--- src/design/perf_pkg.sv ---
package perf_pkg;

	// ==============================
	// Widths
	// ==============================

	localparam int line_width     = 128; // One cache line
	localparam int line_ptr_width = 28;  // Line address, 16 bytes per line
	localparam int word_width     = 32;  // Byte address and register data
	localparam int be_width       = 16;  // One enable per byte of a line
	localparam int ttl_width      = 2;
	localparam int counter_width  = 32;
	localparam int num_events     = 8;
	localparam int csr_addr_width = 4;

	// ==============================
	// Event indices
	// ==============================

	// Each index is also the counter position in the flat counts vector
	localparam int ev_left_xfer  = 0;
	localparam int ev_left_stall = 1; // Valid without ready on the left segment
	localparam int ev_right_xfer = 2;
	localparam int ev_ring_read  = 3; // Counted on both segments
	localparam int ev_ring_inval = 4;
	localparam int ev_ring_reply = 5;
	localparam int ev_mem_access = 6; // Completed read or write
	localparam int ev_mem_wait   = 7; // Cycle stalled by waitrequest

	// ==============================
	// Register map
	// ==============================

	localparam logic [csr_addr_width-1:0] csr_ctrl         = 4'd0;
	localparam logic [csr_addr_width-1:0] csr_counter_base = 4'd1; // Counters at 1 to 8
	localparam logic [csr_addr_width-1:0] csr_last_addr    = 4'd9;

	localparam int ctrl_enable_bit = 0;
	localparam int ctrl_clear_bit  = 1; // Write only, reads back as 0

endpackage

--- src/design/perf_csr.sv ---
module perf_csr (
	input  logic                                clk,
	input  logic                                rst_n,

	input  logic [perf_pkg::csr_addr_width-1:0] csr_address,
	input  logic                                csr_read,
	input  logic                                csr_write,
	input  logic [perf_pkg::word_width-1:0]     csr_writedata,
	output logic [perf_pkg::word_width-1:0]     csr_readdata, // Valid one cycle after csr_read

	input  logic [perf_pkg::num_events*perf_pkg::counter_width-1:0] counts,
	input  logic [perf_pkg::word_width-1:0]                         last_address,

	output logic                                count_enable,
	output logic                                count_clear
);

	logic                            ctrl_write;
	logic [perf_pkg::word_width-1:0] read_value;

	// ==============================
	// Control register
	// ==============================

	assign ctrl_write  = csr_write && (csr_address == perf_pkg::csr_ctrl);
	assign count_clear = ctrl_write && csr_writedata[perf_pkg::ctrl_clear_bit]; // Lasts as long as the strobe

	always_ff @(posedge clk or negedge rst_n) begin
		if (!rst_n) begin
			count_enable <= 1'b0;
		end else if (ctrl_write) begin
			count_enable <= csr_writedata[perf_pkg::ctrl_enable_bit];
		end
	end

	// ==============================
	// Read path
	// ==============================

	always_comb begin
		read_value = '0; // Unmapped addresses read as zero

		if (csr_address == perf_pkg::csr_ctrl) begin
			read_value[perf_pkg::ctrl_enable_bit] = count_enable;
		end else if (csr_address == perf_pkg::csr_last_addr) begin
			read_value = last_address;
		end

		for (int i = 0; i < perf_pkg::num_events; i++) begin
			if (csr_address == perf_pkg::csr_counter_base + i) begin
				read_value = counts[i*perf_pkg::counter_width +: perf_pkg::counter_width];
			end
		end
	end

	// A write in the same cycle lands after this sample, so reads see the old value
	always_ff @(posedge clk or negedge rst_n) begin
		if (!rst_n) begin
			csr_readdata <= '0;
		end else if (csr_read) begin
			csr_readdata <= read_value;
		end
	end

endmodule

--- src/design/perf_event_counter.sv ---
module perf_event_counter (
	input  logic                            clk,
	input  logic                            rst_n,

	input  logic                            count_enable,
	input  logic                            count_clear, // One-cycle pulse, wins over counting

	input  logic                            snoop_left_valid,
	input  logic                            snoop_left_ready,
	input  logic                            snoop_right_valid,
	input  logic                            snoop_right_ready,
	input  logic                            snoop_read,
	input  logic                            snoop_write,
	input  logic                            snoop_waitrequest,
	input  logic [perf_pkg::word_width-1:0] snoop_address,
	input  logic                            snoop_left_read,
	input  logic                            snoop_left_inval,
	input  logic                            snoop_left_reply,
	input  logic                            snoop_right_read,
	input  logic                            snoop_right_inval,
	input  logic                            snoop_right_reply,

	output logic [perf_pkg::num_events*perf_pkg::counter_width-1:0] counts,
	output logic [perf_pkg::word_width-1:0]                         last_address
);

	logic left_xfer;
	logic right_xfer;
	logic mem_busy;
	logic mem_done;

	// Up to 2 per cycle when both segments carry the same flag
	logic [1:0] incr [perf_pkg::num_events];

	logic [perf_pkg::counter_width-1:0] count_q [perf_pkg::num_events];

	// ==============================
	// Event decode
	// ==============================

	assign left_xfer  = snoop_left_valid & snoop_left_ready;
	assign right_xfer = snoop_right_valid & snoop_right_ready;
	assign mem_busy   = snoop_read | snoop_write;
	assign mem_done   = mem_busy & ~snoop_waitrequest;

	always_comb begin
		incr[perf_pkg::ev_left_xfer]  = {1'b0, left_xfer};
		incr[perf_pkg::ev_left_stall] = {1'b0, snoop_left_valid & ~snoop_left_ready};
		incr[perf_pkg::ev_right_xfer] = {1'b0, right_xfer};

		incr[perf_pkg::ev_ring_read] = {1'b0, left_xfer & snoop_left_read}
			+ {1'b0, right_xfer & snoop_right_read};
		incr[perf_pkg::ev_ring_inval] = {1'b0, left_xfer & snoop_left_inval}
			+ {1'b0, right_xfer & snoop_right_inval};
		incr[perf_pkg::ev_ring_reply] = {1'b0, left_xfer & snoop_left_reply}
			+ {1'b0, right_xfer & snoop_right_reply};

		incr[perf_pkg::ev_mem_access] = {1'b0, mem_done};
		incr[perf_pkg::ev_mem_wait]   = {1'b0, mem_busy & snoop_waitrequest};
	end

	// ==============================
	// Counters
	// ==============================

	always_ff @(posedge clk or negedge rst_n) begin
		if (!rst_n) begin
			for (int i = 0; i < perf_pkg::num_events; i++) begin
				count_q[i] <= '0;
			end
		end else if (count_clear) begin
			for (int i = 0; i < perf_pkg::num_events; i++) begin
				count_q[i] <= '0;
			end
		end else if (count_enable) begin
			for (int i = 0; i < perf_pkg::num_events; i++) begin
				count_q[i] <= count_q[i] + {{(perf_pkg::counter_width - 2){1'b0}}, incr[i]};
			end
		end
	end

	always_ff @(posedge clk or negedge rst_n) begin
		if (!rst_n) begin
			last_address <= '0;
		end else if (count_clear) begin
			last_address <= '0;
		end else if (count_enable && mem_done) begin
			last_address <= snoop_address; // Address of the latest completed access
		end
	end

	for (genvar g = 0; g < perf_pkg::num_events; g++) begin : g_flatten
		assign counts[g*perf_pkg::counter_width +: perf_pkg::counter_width] = count_q[g];
	end

endmodule

--- src/design/perf_monitor.sv ---
module perf_monitor (
	input  logic                                clk,
	input  logic                                rst_n,

	input  logic                                in_left_valid,
	input  logic [perf_pkg::ttl_width-1:0]      in_left_ttl,
	input  logic                                in_left_read,
	input  logic                                in_left_inval,
	input  logic                                in_left_reply,
	input  logic [perf_pkg::line_ptr_width-1:0] in_left_address,
	output logic                                in_left_ready,

	input  logic                                out_left_ready,
	output logic                                out_left_valid,
	output logic [perf_pkg::ttl_width-1:0]      out_left_ttl,
	output logic                                out_left_read,
	output logic                                out_left_inval,
	output logic                                out_left_reply,
	output logic [perf_pkg::line_ptr_width-1:0] out_left_address,

	input  logic                                in_right_valid,
	input  logic                                in_right_ready,
	input  logic [perf_pkg::ttl_width-1:0]      in_right_ttl,
	input  logic                                in_right_read,
	input  logic                                in_right_inval,
	input  logic                                in_right_reply,

	input  logic [perf_pkg::line_ptr_width-1:0] local_address,
	input  logic                                local_read,
	input  logic                                local_write,
	input  logic [perf_pkg::line_width-1:0]     local_writedata,
	input  logic [perf_pkg::be_width-1:0]       local_byteenable,
	output logic                                local_waitrequest,
	output logic [perf_pkg::line_width-1:0]     local_readdata,

	input  logic                                mem_waitrequest,
	input  logic [perf_pkg::line_width-1:0]     mem_readdata,
	output logic [perf_pkg::word_width-1:0]     mem_address,
	output logic                                mem_read,
	output logic                                mem_write,
	output logic [perf_pkg::line_width-1:0]     mem_writedata,
	output logic [perf_pkg::be_width-1:0]       mem_byteenable,

	input  logic [perf_pkg::csr_addr_width-1:0] csr_address,
	input  logic                                csr_read,
	input  logic                                csr_write,
	input  logic [perf_pkg::word_width-1:0]     csr_writedata,
	output logic [perf_pkg::word_width-1:0]     csr_readdata
);

	logic snoop_left_valid, snoop_left_ready, snoop_right_valid, snoop_right_ready;
	logic snoop_read, snoop_write, snoop_waitrequest;
	logic snoop_left_read, snoop_left_inval, snoop_left_reply;
	logic snoop_right_read, snoop_right_inval, snoop_right_reply;
	logic [perf_pkg::word_width-1:0] snoop_address;

	logic count_enable;
	logic count_clear;
	logic [perf_pkg::num_events*perf_pkg::counter_width-1:0] counts;
	logic [perf_pkg::word_width-1:0] last_address;

	// No event uses the sampled ttl, so those snoop outputs stay open here
	perf_snoop snoop (
		.snoop_left_ttl(),
		.snoop_right_ttl(),
		.*
	);

	perf_event_counter counter (.*);

	perf_csr csr (.*);

endmodule

--- src/design/perf_snoop.sv ---
module perf_snoop (
	input  logic                                clk,
	input  logic                                rst_n,

	input  logic                                in_left_valid,
	input  logic [perf_pkg::ttl_width-1:0]      in_left_ttl,
	input  logic                                in_left_read,
	input  logic                                in_left_inval,
	input  logic                                in_left_reply,
	input  logic [perf_pkg::line_ptr_width-1:0] in_left_address,
	output logic                                in_left_ready,

	input  logic                                out_left_ready,
	output logic                                out_left_valid,
	output logic [perf_pkg::ttl_width-1:0]      out_left_ttl,
	output logic                                out_left_read,
	output logic                                out_left_inval,
	output logic                                out_left_reply,
	output logic [perf_pkg::line_ptr_width-1:0] out_left_address,

	input  logic                                in_right_valid,
	input  logic                                in_right_ready,
	input  logic [perf_pkg::ttl_width-1:0]      in_right_ttl,
	input  logic                                in_right_read,
	input  logic                                in_right_inval,
	input  logic                                in_right_reply,

	input  logic [perf_pkg::line_ptr_width-1:0] local_address,
	input  logic                                local_read,
	input  logic                                local_write,
	input  logic [perf_pkg::line_width-1:0]     local_writedata,
	input  logic [perf_pkg::be_width-1:0]       local_byteenable,
	output logic                                local_waitrequest,
	output logic [perf_pkg::line_width-1:0]     local_readdata,

	input  logic                                mem_waitrequest,
	input  logic [perf_pkg::line_width-1:0]     mem_readdata,
	output logic [perf_pkg::word_width-1:0]     mem_address,
	output logic                                mem_read,
	output logic                                mem_write,
	output logic [perf_pkg::line_width-1:0]     mem_writedata,
	output logic [perf_pkg::be_width-1:0]       mem_byteenable,

	output logic                                snoop_left_valid,
	output logic                                snoop_left_ready,
	output logic                                snoop_right_valid,
	output logic                                snoop_right_ready,
	output logic                                snoop_read,
	output logic                                snoop_write,
	output logic                                snoop_waitrequest,
	output logic [perf_pkg::word_width-1:0]     snoop_address,
	output logic [perf_pkg::ttl_width-1:0]      snoop_left_ttl,
	output logic                                snoop_left_read,
	output logic                                snoop_left_inval,
	output logic                                snoop_left_reply,
	output logic [perf_pkg::ttl_width-1:0]      snoop_right_ttl,
	output logic                                snoop_right_read,
	output logic                                snoop_right_inval,
	output logic                                snoop_right_reply
);

	// The hold stage keeps the handshake levels first and then the flags and address
	logic [6:0]                          hold_ctrl;
	logic [2*(perf_pkg::ttl_width+3)-1:0] hold_flags;
	logic [perf_pkg::word_width-1:0]     hold_address;

	// ==============================
	// Pass-through
	// ==============================

	assign in_left_ready    = out_left_ready;
	assign out_left_valid   = in_left_valid;
	assign out_left_ttl     = in_left_ttl;
	assign out_left_read    = in_left_read;
	assign out_left_inval   = in_left_inval;
	assign out_left_reply   = in_left_reply;
	assign out_left_address = in_left_address;

	assign mem_read          = local_read;
	assign mem_write         = local_write;
	assign mem_writedata     = local_writedata;
	assign mem_byteenable    = local_byteenable;
	assign mem_address       = {local_address,
		{(perf_pkg::word_width - perf_pkg::line_ptr_width){1'b0}}};
	assign local_readdata    = mem_readdata;
	assign local_waitrequest = mem_waitrequest;

	// ==============================
	// Sampling
	// ==============================

	// Two stages so the counters can sit far from the ring
	always_ff @(posedge clk or negedge rst_n) begin
		if (!rst_n) begin
			hold_ctrl     <= '0;
			hold_flags    <= '0;
			hold_address  <= '0;
			snoop_address <= '0;
			{snoop_left_valid, snoop_left_ready, snoop_right_valid, snoop_right_ready,
			 snoop_read, snoop_write, snoop_waitrequest} <= '0;
			{snoop_left_ttl, snoop_left_read, snoop_left_inval, snoop_left_reply,
			 snoop_right_ttl, snoop_right_read, snoop_right_inval, snoop_right_reply} <= '0;
		end else begin
			hold_ctrl <= {in_left_valid, out_left_ready, in_right_valid, in_right_ready,
				local_read, local_write, mem_waitrequest};
			hold_flags <= {in_left_ttl, in_left_read, in_left_inval, in_left_reply,
				in_right_ttl, in_right_read, in_right_inval, in_right_reply};
			hold_address <= mem_address;

			{snoop_left_valid, snoop_left_ready, snoop_right_valid, snoop_right_ready,
			 snoop_read, snoop_write, snoop_waitrequest} <= hold_ctrl;
			{snoop_left_ttl, snoop_left_read, snoop_left_inval, snoop_left_reply,
			 snoop_right_ttl, snoop_right_read, snoop_right_inval, snoop_right_reply} <= hold_flags;
			snoop_address <= hold_address;
		end
	end

endmodule

--- config.mk ---
export PLATFORM = sky130hd
export DESIGN_NAME = perf_monitor
export DESIGN_NICKNAME = d
export VERILOG_FILES = /design/src/design/perf_pkg.sv /design/src/design/perf_csr.sv /design/src/design/perf_event_counter.sv /design/src/design/perf_monitor.sv /design/src/design/perf_snoop.sv
export SDC_FILE = /design/constraint.sdc
export NUM_CORES = 1
export LEC_CHECK = 0
export BUFFER_PORTS_ARGS = -buffer_cell sky130_fd_sc_hd__buf_4
export CAP_MARGIN = 20
export CORE_AREA = 2 2 297 299
export CTS_CLUSTER_SIZE = 30
export DETAILED_ROUTE_END_ITERATION = 16
export DIE_AREA = 0 0 299 301
export PLACE_DENSITY = 0.47
export SLEW_MARGIN = 10
export SYNTH_ARGS = -nofsm -noshare
export SYNTH_HDL_FRONTEND = slang
export SYNTH_SLANG_ARGS = --single-unit
--- constraint.sdc ---
create_clock -name clk -period 3.7 [get_ports clk]
set_input_delay 0.555 -clock clk [delete_from_list [all_inputs] [get_ports clk]]
set_output_delay 0.555 -clock clk [all_outputs]
set_load 0.01 [all_outputs]
==> metrics.yaml, run 1 <==
tightest_hold_check_type: "in -> reg"
slew_viol_final: 0
critical_path_buf_inv_count: 1
synth_most_common_cell: "dfrtp_1"
ys_top_cells_by_area: "dfrtp_1, buf_4, a21oi_1, or4_1, mux2i_1"
syn-instance-count: 2507
synth_edf_count: 0
ctsLongestPathBuffers: 3
vias: 18560
cp-start-kind: "flop"
max_freq_mhz: 323.1
power.share.sequential: 0.470
hold_viol: 0
cts_tree: "built"
final-setup-viol-count: 0
worstSetupPathDepth: 9
cts_repair_resize_count: 0
boundaryPins: 759
timing_worst_setup_path_type: "reg -> reg"
ys_seq_area_frac: 0.4280
floorplan.die_area_um2: 90000
unrepaired_setup_endpoints_after_global_routing: "false"
drive_above_1_share: 0.1188
htree_levels: 2
power.share.clock: 0.342
critical_path.max_fanout: 10
leakagePower_nw: 9.454
area_overhead_of_the_layout_relative_to_synthesis_pct: 5.508
antenna_cells_inserted: 0
numPlacedInstances: 3324
post_route_drc: 0
fp.dieW_um: 299
worst_hold_path.num_cells: 1
mappedNetlistArea_um2: 23330
critPathTopFamily: "simple AND/OR/NAND/NOR gates"
max_cap_violations: 0
synth.largest_area_cell: "dfrtp_1"
flop_and_latch_count_out_of_synthesis: 399
synth_area_per_cell_um2: 9.306
die_h_um: 301
cell_internal_pwr_w: 0.009637
power_after_layout_w: 0.01474
worst_endpoint_data_arrival_time_ps: 3610
synth-async-reset-ratio: 1.000
clock_latency_reported_for_the_late_side_of_the_worst_skew_pair_ps: 600
status: "finished, final reports clean"
vdd_ir_drop_max_mv: 0.3754
cts.sink_count: 399
post-route-cell-area_um2: 24620
fin_skew_ps: 27.37
ctsRootBufferMaster: "clkbuf_16"
routed_wire_length_per_instance_um: 26.58
worstSetupEndpointType: "flop"
rows: 108
timing_worst_slew_pin_value_ps: 1038
synth_top_flop_cell: "dfrtp_1"
dp_hpwl_um: 69210
grt_pass1_vias: 18090
switching_share: 0.3460
cp_slowest_stage_delay_ps: 710
global_route.overflow_total: 0
crit_top_cell: "or4_1"
grt_start_max_net_pins: 86
buffer_ports.inserted: 118
placeable_area_um2: 86480
grtUsageTotal: 0.1950
antenna_violating_nets_post_route: 0
layout.filler_cells: 9133
fraction_of_post_synthesis_cell_area_in_the_top_cell_type_by_area: 0.4280
place_congestion: 0.8819
routed_wirelength_um: 90650
dr.first_iter.drc_count: 1575
multiInputGateArea_um2: 10040
ys_top_cells_by_count: "dfrtp_1, buf_4, a21oi_1"
power.switching_w: 0.005100
sequential_cell_area_um2: 9986
timing.hold.ws_ps: 70.30
worst-r2r-cell-count: 9
power_per_standard_cell_area_nw_per_um2: 598.7
drt_pass1_iterations: 5
vias_per_cell: 5.442
yosysWarningCount: 0
worst_ep_required_time_ps: 4220
crit_path_cell_trace: "and2_1, nand2_1, fa_1, inv_1, ha_1, nand4_2, or4_1, or4_1, a21oi_1"
slowest_stage: "or4_1"
synth.lib_cells_used.distinct: 71
global_route_wire_length_before_repair_um: 129600
min_period_ps: 3095
period_utilisation_layout: 0.8366
dpl_cell_area_um2: 22940
final.setup.tns_ps: 0
fin_nets: 2620
max_transition_margin: 0.3063
antenna_found_initial: 1
numCtsBuffers: 47
clk_pin_slew_ps: 60
initial_utilization: 0.2698
power_frac_comb: 0.188
final-instance-count-excl-fill: 3411
-- kinds of logic (layout without fill, tap and decap cells) --
logic type                 count (synthesis)  in the layout  synth area share
AOI/OAI and AO/OA                        558            558            0.1543
xor gates and xnor gates                  69             69           0.02590
adders and majority gates                 16             16          0.009546
buffers and inverters                    541            287            0.1430
DFF                                      399            399            0.4280
muxes                                     86             86           0.03749
other                                      1              4         0.0001607
and+or+nand+nor                          837            837            0.2016
-- layer usage --
metal / up-vias / global-route usage / routed length (µm)
met4: 14 / 0.07655 / 3664
met5: - / 0.03333 / 415
met1: 9157 / 0.2291 / 34770
met2: 915 / 0.3049 / 40840
li1: 8284 / - / -
met3: 194 / 0.09098 / 10960
-- final cells by class --
type                       instances  area share
sequential                       399      0.4057
clock buffer                      68     0.05545
timing repair buffer             160     0.05378
inverter                          41    0.006252
clock inverter                    18     0.01240
tap                             1155     0.05871
multi-input combinational       1570      0.4077
-- cells in the final DEF (no fill, tap or decap), types with 16 or more instances in the layout --
| master | n |
|---|---|
| and4_1 | 34 |
| nor2_1 | 115 |
| o22ai_1 | 26 |
| nor3_1 | 53 |
| a221oi_1 | 17 |
| nand2b_1 | 29 |
| nor4_1 | 21 |
| nand4_1 | 70 |
| o21ai_0 | 79 |
| o2bb2ai_1 | 30 |
| inv_1 | 40 |
| dfrtp_1 | 398 |
| a21oi_1 | 193 |
| o211ai_1 | 21 |
| xnor2_1 | 30 |
| xor2_1 | 39 |
| mux2i_1 | 75 |
| nand3_1 | 104 |
| o31ai_1 | 88 |
| or3_1 | 54 |
| and2_1 | 16 |
| buf_4 | 149 |
| or4_1 | 105 |
| and3_1 | 18 |
| o21a_1 | 29 |
| clkbuf_16 | 47 |
| nand2_1 | 155 |
-- sequential cells by signal, indices dropped and copies added (netlist names), 6 cells and up --
name and count:
counter.counts 256, counter.last_address 28, csr.csr_readdata 32, snoop.hold_address 28, snoop.hold_ctrl 7, snoop.hold_flags 6
snoop.snoop_address 28
-- worst paths after layout --
path / slack, ps / start / end
min in group asynchronous: 540 / rst_n / snoop.hold_address[18]
min: 70 / in_right_ready / snoop.hold_ctrl[3]
max: 600 / snoop.snoop_left_valid / counter.counts[186]
max in group asynchronous: 2180 / rst_n / counter.counts[146]
min reg2reg: 340 / snoop.hold_address[6] / snoop.snoop_address[6]
max reg2reg: 600 / snoop.snoop_left_valid / counter.counts[186]
-- power by group through the flow --
| stage | logic (W) | clock network, W | registers, W |
|---|---|---|---|
| CTS | 0.00280 | 0.00517 | 0.00691 |
| floorplan | 0.00230 | 0 | 0.00632 |
| detailed placement | 0.00279 | 0 | 0.00698 |
| finish | 0.00276 | 0.00504 | 0.00693 |
| global route | 0.00311 | 0.00537 | 0.00709 |
| global placement | 0.00269 | 0 | 0.00693 |
-- timing repair --
action | 4_1_cts | 5_1_grt
hold buffers | 1 | 0
hold endpoints to repair | 74 | 0
buffers inserted | 0 | 0
setup endpoints to repair | 0 | 0
-- stage by stage --
| step | utilization | worst slack [ps] |
|---|---|---|
| floorplan | - | 963.7 |
| global placement | 0.2652 | 577.7 |
| detailed placement | 0.2652 | 614.8 |
| CTS | 0.2846 | 582.4 |
| global route | 0.2846 | 446.3 |
| finish | 0.2846 | 604.6 |
Note: power is estimated with default switching activity, not from simulation.
==> run 2, diff against run 1 <==
- CORE_AREA: 2 2 297 299 -> 2 2 294 296
- DIE_AREA: 0 0 299 301 -> 0 0 296 298
- PLACE_DENSITY: 0.47 -> 0.49
- clock period: 3.7 -> 2.8 ns (I/O delays scaled with it)
==> run 2 against run 1 <==
Design area up 3.0%. Sequential share of layout area down 1.2 points. Sequential power up 32%. Critical path depth up 1. Worst hold slack better by 9.4 ps. Critical endpoint is now counter.counts[154]. Maximum frequency up 16%. Clock-buffer cell count down 8.
==> metrics.yaml, run 2 (synthesis results as in run 1) <==
drive_above_1_share: 0.1377  # +0.01893
power.share.clock: 0.325  # -0.017
power.share.sequential: 0.475  # +0.005
routed_wire_length_per_instance_um: 25.60  # -3.7%
sequential_cell_area_um2: 9986  # unchanged
max_cap_violations: 0  # unchanged
floorplan.die_area_um2: 88210  # -2.0%
clk_pin_slew_ps: 60  # about the same
htree_levels: 2  # unchanged
switching_share: 0.3506  # +0.004518
die_h_um: 298  # -1.0%
buffer_ports.inserted: 118  # unchanged
dp_slack_ps: -119.5  # -734.3 ps
post-route-cell-area_um2: 25360  # +3.0%
vias: 18960  # +2.1%
timing.hold.ws_ps: 79.67  # +9.374 ps
final.setup.worst_slack_ps: 134.6  # -470.1 ps
vdd_ir_drop_max_mv: 0.4198  # +12%
unrepaired_setup_endpoints_after_global_routing: "false"
worstSetupEndpointType: "flop"
rows: 107  # -0.93%
drt_pass1_iterations: 5  # unchanged
max_transition_margin: 0.4128  # +0.1066
fp.dieW_um: 296  # -1.0%
fin_nets: 2706  # +3.3%
post_route_drc: 0  # unchanged
place_congestion: 0.8611  # -2.4%
boundaryPins: 759  # unchanged
clock_latency_reported_for_the_late_side_of_the_worst_skew_pair_ps: 590  # about the same
final-setup-viol-count: 0  # unchanged
initial_utilization: 0.2749  # +0.005098
vias_per_cell: 5.446  # about the same
slew_viol_final: 0  # unchanged
critical_path_buf_inv_count: 2  # +1
multiInputGateArea_um2: 10070  # +0.34%
cts.sink_count: 399  # unchanged
grtUsageTotal: 0.1973  # +0.002295
numCtsBuffers: 45  # -4.3%
hold_viol: 0  # unchanged
worst_endpoint_data_arrival_time_ps: 3170  # -440 ps
crit_path_cell_trace: "and2_1, buf_4, nand2_1, fa_1, inv_1, ha_1, nand4_1, or3_4, or4_1, a21oi_1"
largest_register_ffs: 256  # unchanged
cts_tree: "built"
global_route_wire_length_before_repair_um: 129300  # -0.27%
tightest_hold_check_type: "in -> reg"
antenna_cells_inserted: 0  # unchanged
cell_internal_pwr_w: 0.01249  # +30%
timing_worst_slew_pin_value_ps: 872.7  # -165.8 ps
power.switching_w: 0.006743  # +32%
power_frac_comb: 0.200  # +0.012
status: "finished, final reports clean"
layout.filler_cells: 8927  # -2.3%
grt_start_max_net_pins: 92  # +7.0%
critical_path.max_fanout: 13  # +3
ctsRootBufferMaster: "clkbuf_16"
dp_hpwl_um: 68120  # -1.6%
cp_slowest_stage_delay_ps: 470  # -240 ps
timing_worst_setup_path_type: "reg -> reg"
antenna_violating_nets_post_route: 0  # unchanged
layout_commonest_cell: "dfrtp_1"
power_per_standard_cell_area_nw_per_um2: 758.4  # +27%
global_route.overflow_total: 0  # unchanged
slowest_stage: "or3_4"
final_cell_mix: "dfrtp_1, a21oi_1, buf_4, nand2_1, nor2_1"
placeable_area_um2: 84880  # -1.9%
critPathTopFamily: "simple AND/OR/NAND/NOR gates"
max_freq_mhz: 375.2  # +16%
worst_ep_required_time_ps: 3310  # -910 ps
fin_skew_ps: 14.39  # -12.98 ps
antenna_found_initial: 0  # -1
dpl_cell_area_um2: 23350  # +1.8%
period_utilisation_layout: 0.9519  # +0.1153
grt_pass1_vias: 18340  # +1.4%
routed_wirelength_um: 89140  # -1.7%
ctsLongestPathBuffers: 3  # unchanged
dr.first_iter.drc_count: 1735  # +10%
cp-start-kind: "flop"
leakagePower_nw: 9.825  # +3.9%
min_period_ps: 2665  # -429.9 ps
area_overhead_of_the_layout_relative_to_synthesis_pct: 8.709
## run 2: cell count changes in the layout (fill, tap and decap cells not counted), moves of 2 or more
cell / previous run / this run
buf_12: 9 / 16
buf_4: 149 / 189
clkbuf_16: 47 / 45
or3_4: 0 / 2
or3_1: 54 / 52
bufinv_16: 7 / 5
nor4_1: 21 / 19
dlygate4sd3_1: 1 / 42
inv_6: 0 / 2
nor4_2: 0 / 2
clkbuf_1: 10 / 5
## run 2: stage by stage
step                cells    util  total power, W  setup TNS, ps
finish               3482  0.2988         0.01923              0
global route         3482  0.2988         0.02028              0
CTS                  3480  0.2984         0.01935              0
detailed placement   3358  0.2751         0.01299         -276.6
global placement     3358  0.2751         0.01282         -323.2
floorplan            2510       -         0.01139              0
## run 2: cell type report
cell class / count / share of cell area
repair buffers: 248 / 0.08574
flip-flops and latches: 399 / 0.3937
clock inverters: 20 / 0.01041
well taps: 1144 / 0.05644
inverters: 41 / 0.006068
clock buffers: 60 / 0.05056
multi-input cells: 1570 / 0.3971
## run 2: power groups by stage
stage               combinational [W]  clock, W  sequential, W
finish                        0.00385   0.00625        0.00914
global route                  0.00431   0.00662        0.00934
CTS                           0.00388   0.00638        0.00909
detailed placement            0.00380         0        0.00919
global placement              0.00369         0        0.00913
floorplan                     0.00304         0        0.00835
## run 2: worst paths after layout
| path | from | to | slack (ps) | cells past startpoint |
|---|---|---|---|---|
| worst max-delay path | snoop.snoop_right_valid | counter.counts[154] | 130 | 10 |
| worst min-delay path | csr_writedata[0] | csr.count_enable | 80 | 2 |
| worst max register to register | snoop.snoop_right_valid | counter.counts[154] | 130 | 10 |
| worst min register to register | snoop.hold_flags[1] | snoop.snoop_right_inval | 340 | 0 |
| max in group asynchronous | rst_n | csr.count_enable | 1620 | 3 |
| min in group asynchronous | rst_n | counter.counts[219] | 340 | 2 |
## run 2: repair_timing
item / in CTS / in global routing
resized for setup: 3 / 6
pin swaps: 0 / 2
setup buffers: 0 / 2
hold buffers: 42 / 0
setup endpoints to repair: 7 / 18
endpoints found under the hold margin: 80 / 0
## run 2: metal layers
metal / global-route usage / part of all wire / vias to the layer above
li1: - / - / 8431
met1: 0.2439 / 0.40 / 9383
met5: 0.01996 / 0.0023 / -
met4: 0.09380 / 0.051 / 8
met2: 0.2953 / 0.44 / 919
met3: 0.08049 / 0.11 / 222
==> run 3, diff against run 2 <==
- CORE_AREA: 2 2 294 296 -> 2 2 299 301
- CTS_CLUSTER_SIZE: 30 -> not set
- DIE_AREA: 0 0 296 298 -> 0 0 301 303
- PLACE_DENSITY: 0.49 -> 0.47
- SYNTH_HIERARCHICAL: not set -> 1
==> run 3 against run 2 <==
Design area is 2.4% lower. Register-to-register slack better by 70 ps. Maximum frequency up 2.5%. Total power shrank 16%. Die area increased by 3.4%. Sequential share of layout area up 1.4 points. Global-route usage down 2.5 points. Flip-flop and latch count increased by 4. Critical path type unchanged. Critical endpoint is now counter/counts[127]. Highest routed layer unchanged.
==> metrics.yaml, run 3 <==
status: "finished, final reports clean"
crit_path_cell_trace: "and2_1, nand2_1, fa_1, nor2b_2, nand4_4, or3_4, nor3_1, mux2_2"
yosysWarningCount: 6  # +6
grt_pass1_vias: 16690  # -9.0%
layout_commonest_cell: "dfrtp_1"
period_utilisation_layout: 0.9285  # -0.02348
floorplan.die_area_um2: 91200  # +3.4%
area_overhead_of_the_layout_relative_to_synthesis_pct: 9.997
dr.first_iter.drc_count: 1058  # -39%
routed_wire_length_per_instance_um: 23.61  # -7.8%
vias: 16430  # -13%
final_cell_mix: "dfrtp_1, nor2_1, buf_4, nand2_1, xor2_1"
synth_area_per_cell_um2: 9.543  # +2.5%
drt_pass1_iterations: 5  # unchanged
tightest_hold_check_type: "in -> reg"
boundaryPins: 759  # unchanged
fin_skew_ps: 36.30  # +21.90 ps
drive_above_1_share: 0.1852  # +0.04744
worstSetupEndpointType: "flop"
critical_path.max_fanout: 5  # -8
largest_register_ffs: 256  # unchanged
final-setup-viol-count: 0  # unchanged
cp_slowest_stage_delay_ps: 490  # +20 ps
unrepaired_setup_endpoints_after_global_routing: "false"
worst_ep_required_time_ps: 3260  # -50 ps
dp_slack_ps: -2.409  # +117.1 ps
slowest_stage: "fa_1"
fin_nets: 2615  # -3.4%
buffer_ports.inserted: 118  # unchanged
placeable_area_um2: 87970  # +3.6%
clock_latency_reported_for_the_late_side_of_the_worst_skew_pair_ps: 610  # +20 ps
min_period_ps: 2600  # -65.74 ps
clk_pin_slew_ps: 60  # about the same
routed_wirelength_um: 80670  # -9.5%
post_route_drc: 0  # unchanged
htree_levels: 2  # unchanged
timing_worst_slew_pin_value_ps: 663.6  # -209.0 ps
grtUsageTotal: 0.1723  # -0.02498
global_route.overflow_total: 0  # unchanged
timing_worst_setup_path_type: "reg -> reg"
initial_utilization: 0.2558  # -0.01906
post-route-cell-area_um2: 24750  # -2.4%
dpl_cell_area_um2: 22650  # -3.0%
power_per_standard_cell_area_nw_per_um2: 654.4  # -14%
final.setup.worst_slack_ps: 200.3  # +65.74 ps
ctsLongestPathBuffers: 3  # unchanged
fp.dieW_um: 301  # +1.7%
antenna_cells_inserted: 0  # unchanged
vdd_ir_drop_max_mv: 0.3943  # -6.1%
antenna_found_initial: 0  # unchanged
cts_tree: "built"
hold_path.startpoint: "csr_writedata[0]"
slew_viol_final: 0  # unchanged
cp-startpoint: "snoop/snoop_left_ready"
worst_endpoint_data_arrival_time_ps: 3060  # -110 ps
antenna_violating_nets_post_route: 0  # unchanged
syn-instance-count: 2358  # -5.9%
place_congestion: 0.8293  # -3.7%
dp_hpwl_um: 62140  # -8.8%
max_cap_violations: 0  # unchanged
cts.sink_count: 403  # +1.0%
global_route_wire_length_before_repair_um: 115800  # -10%
cp-start-kind: "flop"
max_transition_margin: 0.5576  # +0.1447
max_freq_mhz: 384.7  # +2.5%
numCtsBuffers: 47  # +4.4%
crit-reg2reg-launch: "snoop/snoop_left_ready"
die_h_um: 303  # +1.7%
leakagePower_nw: 10.31  # +5.0%
grt_start_max_net_pins: 57  # -38%
mappedNetlistArea_um2: 22500  # -3.6%
vias_per_cell: 4.809  # -12%
ctsRootBufferMaster: "clkbuf_16"
rows: 109  # +1.9%
hold_viol: 0  # unchanged
run 3: area by class of cell:
class / instances / area, µm²
clock buffers: 66 / 1378
clock inverters: 21 / 297.8
fillers: 9110 / 63210
inverters: 36 / 135.1
multi-input cells: 1468 / 9186
flip-flops and latches: 403 / 10090
well taps: 1165 / 1458
repair buffers: 258 / 2212
run 3: layer usage:
layer | part of all wire | track usage | vias to the layer above
li1 | - | - | 7489
met1 | 0.36 | 0.1883 | 8033
met2 | 0.45 | 0.2653 | 718
met3 | 0.14 | 0.1021 | 190
met4 | 0.050 | 0.08221 | 4
met5 | 0.0019 | 0.01190 | -
run 3: critical path: cells and delay by family (launching register included):
family                   cells  cell delay [ps]
flip-flops                   1              330
multiplexers                 1              350
adder cells (fa/ha/maj)      1              490
AND/OR/NAND/NOR              6             1280
run 3: where the power goes:
group	total [W]	switching, W	leakage [nW]	internal, W
logic	0.00231	0.00129	4.26	0.00102
registers	0.00727	0.000776	5.22	0.00650
clock network	0.00662	0.00261	0.828	0.00401
run 3: repair_timing:
item / CTS / global route
setup buffers: 0 / 0
endpoints found under the setup margin: 0 / 7
endpoints found under the hold margin: 88 / 0
hold buffers: 42 / 0
gates resized for setup: 0 / 2
run 3: path summary, 6_finish.rpt:
check | cells after the start | slack [ps] | to
worst max-delay path | 8 | 200 | counter/counts[127]
worst min-delay path | 2 | 50 | csr/count_enable
worst max register to register | 8 | 200 | counter/counts[127]
worst min register to register | 0 | 350 | snoop/snoop_right_inval
max in group asynchronous | 3 | 1550 | counter/counts[126]
min in group asynchronous | 2 | 360 | snoop/hold_address[5]
run 3: stage by stage:
stage	hold WS [ps]	instances	TNS, ps	total power, W	util
floorplan	124.4	2365	0	0.008958	-
global placement	334.7	3288	-49.45	0.009585	0.2575
detailed placement	335.5	3288	-2.409	0.009658	0.2575
CTS	18.22	3417	0	0.01644	0.2813
global route	33.75	3417	0	0.01700	0.2814
finish	54.33	3417	0	0.01620	0.2814
